==> src/hw/mem_bus_pkg.sv <==
`default_nettype none

package mem_bus_pkg;

	localparam int MEM_WORDS = 256;
	localparam int WORD_LSB  = 3;	// Bytes within a 64-bit word

	typedef logic [$clog2(MEM_WORDS)-1:0] word_addr_t;

	typedef struct packed {
		logic        write;
		word_addr_t  addr;
		logic [63:0] wdata;
	} mem_request_t;

endpackage

`default_nettype wire

==> src/hw/mem_arbiter.sv <==
`default_nettype none
`timescale 1ns/10ps

module mem_arbiter (
	input  logic                      clock,
	input  logic                      reset,
	input  logic                      store_req,
	input  mem_bus_pkg::mem_request_t store_request,
	input  logic                      load_req,
	input  mem_bus_pkg::mem_request_t load_request,
	input  logic                      mem_ack,
	output logic                      store_ack,
	output logic                      load_ack,
	output logic                      mem_req,
	output mem_bus_pkg::mem_request_t mem_request
);

	logic locked;
	logic last_load;	// Load side holds or last held the bus
	logic pick_load;
	logic grant_load;

	// Round robin only matters when both ask
	assign pick_load  = load_req && (!store_req || !last_load);
	assign grant_load = locked ? last_load : pick_load;

	assign mem_req     = grant_load ? load_req : store_req;
	assign mem_request = grant_load ? load_request : store_request;
	assign store_ack   = mem_ack && !grant_load;
	assign load_ack    = mem_ack && grant_load;

	always_ff @(posedge clock) begin
		if (reset) begin
			locked    <= 1'b0;
			last_load <= 1'b0;
		end
		else if (!locked) begin
			if (store_req || load_req) begin
				locked    <= 1'b1;
				last_load <= pick_load;
			end
		end
		else if (!mem_req && !mem_ack) begin
			locked <= 1'b0;	// Four phases done
		end
	end

	// Ack only arrives while one side holds the lock
	a_ack_locked: assert property (
		@(posedge clock) disable iff (reset) mem_ack |-> locked
	);

	// Requester holds its payload until ack
	a_payload_stable: assert property (
		@(posedge clock) disable iff (reset)
		(mem_req && $past(mem_req)) |-> (mem_request == $past(mem_request))
	);

endmodule

`default_nettype wire

==> config.mk <==
export PLATFORM = sky130hd
export DESIGN_NAME = mem_arbiter
export DESIGN_NICKNAME = d
export VERILOG_FILES = /design/src/hw/mem_bus_pkg.sv /design/src/hw/mem_arbiter.sv
export SDC_FILE = /design/constraint.sdc
export NUM_CORES = 1
export LEC_CHECK = 0
export ABC_AREA = 1
export BUFFER_PORTS_ARGS = -buffer_cell sky130_fd_sc_hd__buf_2
export CELL_PAD_IN_SITES_DETAIL_PLACEMENT = 0
export CELL_PAD_IN_SITES_GLOBAL_PLACEMENT = 2
export CORE_AREA = 2 2 108 110
export CTS_CLUSTER_SIZE = 24
export DETAILED_ROUTE_END_ITERATION = 8
export DIE_AREA = 0 0 110 112
export PLACE_DENSITY_LB_ADDON = 0.25
export SLEW_MARGIN = 25
export SYNTH_ARGS = -nofsm -noshare
export SYNTH_HDL_FRONTEND = slang
export SYNTH_SLANG_ARGS = --single-unit
==> constraint.sdc <==
create_clock -name clock -period 2.97 [get_ports clock]
set_clock_uncertainty 0.15 [all_clocks]
set_input_delay 0.4455 -clock clock [delete_from_list [all_inputs] [get_ports clock]]
set_output_delay 0.4455 -clock clock [all_outputs]
set_load 0.1 [all_outputs]
## After elaboration in Yosys (flattened, before gate mapping)

Cells that the tools add are included.

| cells by class | value |
|---|---|
| multiplexer cells | 6 |
| bitwise gates (word level) | 1 |
| reduce and logical (&&, ||, !) cells | 12 |

Operators with widths:

| cell | number |
|---|---|
| two-way mux 73 bit | 1 |
| zero test 1 bit | 5 |
| two-way mux 1 bit | 5 |
| logical AND 1 bit | 4 |
| logical OR 1 bit | 2 |
| AND reduction 2 bit | 1 |
| NOT 1 bit | 1 |

| storage, ports and cells | value |
|---|---|
| register bits | 2 |
| input port bits | 151 |
| output and inout bits | 76 |
| logic and storage cells | 21 |

## Logic depth before layout (Yosys ltp)

| logic depth | value |
|---|---|
| depth after elaboration | 9 |
| mapped depth | 8 |
| gate-level depth less buffers | 6 |

## Least setup slack after synthesis

No wires, ideal clock.

| timing | value |
|---|---|
| path kind | input port to output port |
| start point | input store_req |
| end point | output load_ack |
| arrival time | 2.122 ns |
| required time | 2.375 ns |
| setup slack | 0.252 ns |
| stages | 6 |
| buffers on the path | 1 |
| cells stage by stage | nand2_1 nand3_2 nand2_2 inv_2 buf_2 nor2_1 |

| between the ends | value |
|---|---|
| word-level cells in the longest chain between the ends | 5 |

Ends and longest elaborated chain:

| item | line | RTL |
|---|---|---|
| from (decl) | mem_arbiter.sv:7 | `input logic store_req,` |
| zero test 1 bit | mem_arbiter.sv:24 | `assign pick_load = load_req && (!store_req \|\| !last_load);` |
| logical OR 1 bit | mem_arbiter.sv:24 |  |
| logical AND 1 bit | mem_arbiter.sv:24 |  |
| two-way mux 1 bit | mem_arbiter.sv:25 | `assign grant_load = locked ? last_load : pick_load;` |
| logical AND 1 bit | mem_arbiter.sv:30 | `assign load_ack = mem_ack && grant_load;` |
| to (decl) | mem_arbiter.sv:13 | `output logic load_ack,` |

No other way between the ends.

==> results.yml <==
floorplan:
  start_util_pct: 9.81
  rows: 39
  coreArea_mm2: 0.0112
  die_w_um: 110
  die_area_mm2: 0.0123
  die_h_um: 112
  ios: 227
detailed_routing:
  drt-vias-per-instance: 3.67
  drt_pre_antenna_iters: 3
  drcViolationCount: 0
  post_drt_wl_per_cell_um: 10.4
  drt-initial-drc-count: 84
  drt-total-wl_mm: 6.43
  vias: 2276
  final_antenna_net_count: 0
worst_setup_path:
  worstReg2RegStart: "locked"
  worstPathRequired_ps: 2370
  cp-start-kind: "flop"
  path_buf_inv: 2
  r2r_end: "last_load"
  reg2reg_setup_slack_ps: 1520
  cp_max_fo: 50
  slowest_delay_ps: 430
  crit_type: "reg -> out"
  crit_path_end_kind: "output port"
  worst_path_max_delay_cell: "buf_4"
  path_cells: "nand2_1 -> nand2_2 -> buf_4 -> nand2_1 -> nand2_1 -> buf_12"
  reg2reg_depth: 5
  arrival_ps: 1730
  path_delay_family: "buffers and inverters"
  cpMostUsedCell: "nand2_1"
sta:
  max_freq_mhz: 431
  hold_viol: 0
  period_needed_ps: 2320
  maxSlewHeadroom_pct: 65.8
  tns_ps: 0
  slew_viol_final: 0
  setup_viol: 0
  tightest_slew_ps: 512
  rsz0062_at_grt: "no"
  finalCritPeriodShare_pct: 78.2
yosys:
  synth_top_cells_by_area: "nand2_1 76%, buf_6 8.2%, dfxtp_1 3.7%, buf_2 3.2%, inv_1 2.4%"
  synth_area_mm2: 0.00110
  synth_top_area_cell: "nand2_1"
  ys.warnings.count: 0
  synth_cells: 261
  yosysSeqAreaShare_pct: 3.65
  post_synth.cell_area_avg_um2: 4.20
  synth_fp_nets: 412
  ys_ff_latch: 2
  ys_types: 13
  synth_top_area_share_pct: 76.4
pwr:
  combPwrFrac_pct: 88.6
  switching_share_pct: 60.9
  power_leakage_uw: 0.00207
  p_clk_share_pct: 9.9
  p_per_area_mw_per_mm2: 585
  irDropWorstVdd_v: 0.000208
  switchingPower_uw: 1250
  seqPwrFrac_pct: 1.6
  internal_power_uw: 803
grt:
  track_usage_pct: 9.71
  grt_first_pass_wirelength_mm: 9.81
  grt_start_max_net_pins: 75
  grt_pass1_vias: 2193
  grt-ovfl-total: 0
  antenna_found_initial: 0
clock_network:
  postCtsSetupBuffers: 0
  postCtsHoldBufs: 0
  ctsResizeCount: 0
  cts_tree: "yes"
  clkLatencyLatePin_ps: 220
  cts_made_buffers: 3
  root_buffer: "clkbuf_16"
  path_clk_slew_ps: 30
  h-tree-depth: 1
  clock_path_buffers: 2
  cts_num_sinks: 2
place:
  dp_hpwl_mm: 5.43
  place_congestion: 0.733
  numPortBuffers: 226
  place_inst: 617
min_path:
  min_path_cells: 4
  min_path_type: "in -> reg"
  hp-start: "reset"
  worst_hold_path.endpoint: "last_load"
run:
  max_cap_violations: 0
run_status:
  status: "completed"
cells_and_area:
  diodes: 0
  area_delta_synth_final_pct: 221
  nets: 630
  drive_above_1_share_pct: 49.5
  fin_cells: 620
[through the flow]
step                      utilization (%)  hold slack (ps)  worst slack [ps]  area [um2]  power, uW
after global routing                 31.4              406               454        3510       2140
after floorplan                         -              399               252        1100       1160
after global placement               30.8              434               674        3440       1870
final                                31.4              338               649        3510       2060
after CTS                            31.4              336               614        3510       2080
after detailed placement             30.8              452               660        3440       1870
[cells in the final DEF, fill, tap and decap left out, drive strengths merged]
cell type  instances
buf              229
nand2            224
inv                9
nor2               4
clkbuf             3
nand3              3
o21ai              2
dfxtp              2
a21oi              1
[Yosys cell counts (all sizes together)]
master / n
nand3: 3
dfxtp: 2
a21oi: 1
buf: 15
clkbuf: 1
nand2: 224
nor2: 4
o21ai: 2
inv: 9
[flip-flops by register name (all words and copies together) (netlist names)]
name,cells
locked,1
last_load,1
[final cells by class]
class	count	area, um2
fillers	1227	7660
repair buffers	229	2290
multi-input cells	234	893
well taps	143	179
clock buffers	3	75.1
flip-flops and latches	2	40.0
inverters	9	33.8
[power by group through the flow]
stage | sequential [uW] | combinational, uW | clock (uW)
floorplan | 31.6 | 1130 | 0
global placement | 32.3 | 1830 | 0
detailed placement | 32.5 | 1840 | 0
CTS | 32.2 | 1840 | 207
global route | 32.5 | 1890 | 210
finish | 32.1 | 1820 | 203
[worst max-delay path by stage]
stage	start	endpoint	depth (start not counted)
floorplan	store_req	load_ack	6
global placement	store_req	mem_request[56]	8
detailed placement	store_req	mem_request[72]	8
CTS	locked	mem_request[72]	6
global route	locked	mem_request[59]	6
finish	locked	mem_request[72]	6
[worst reg2reg max path: cells and delay by family, from the launching register on]
kind | cells | cell delay (ps)
buffers and inverters | 2 | 490
and+or+nand+nor | 2 | 210
DFF | 1 | 390
AOI/OAI and AO/OA | 1 | 160
[cells by family (layout without fill, tap and decap cells)]
family | Yosys count | count (layout) | share of synthesized area, %
simple gates | 231 | 231 | 80.1
buf+inv | 25 | 241 | 14.8
compound gates | 3 | 3 | 1.37
flops | 2 | 2 | 3.65
[metal layers]
metal | GRT usage, % | wire (um) | vias to the layer above
li1 | - | - | 1198
met1 | 9.75 | 2140 | 925
met2 | 18.5 | 3160 | 150
met3 | 4.39 | 1100 | 3
met4 | 1.01 | 25 | 0
met5 | 0 | 0 | -
(Power assumes the default switching activity.)
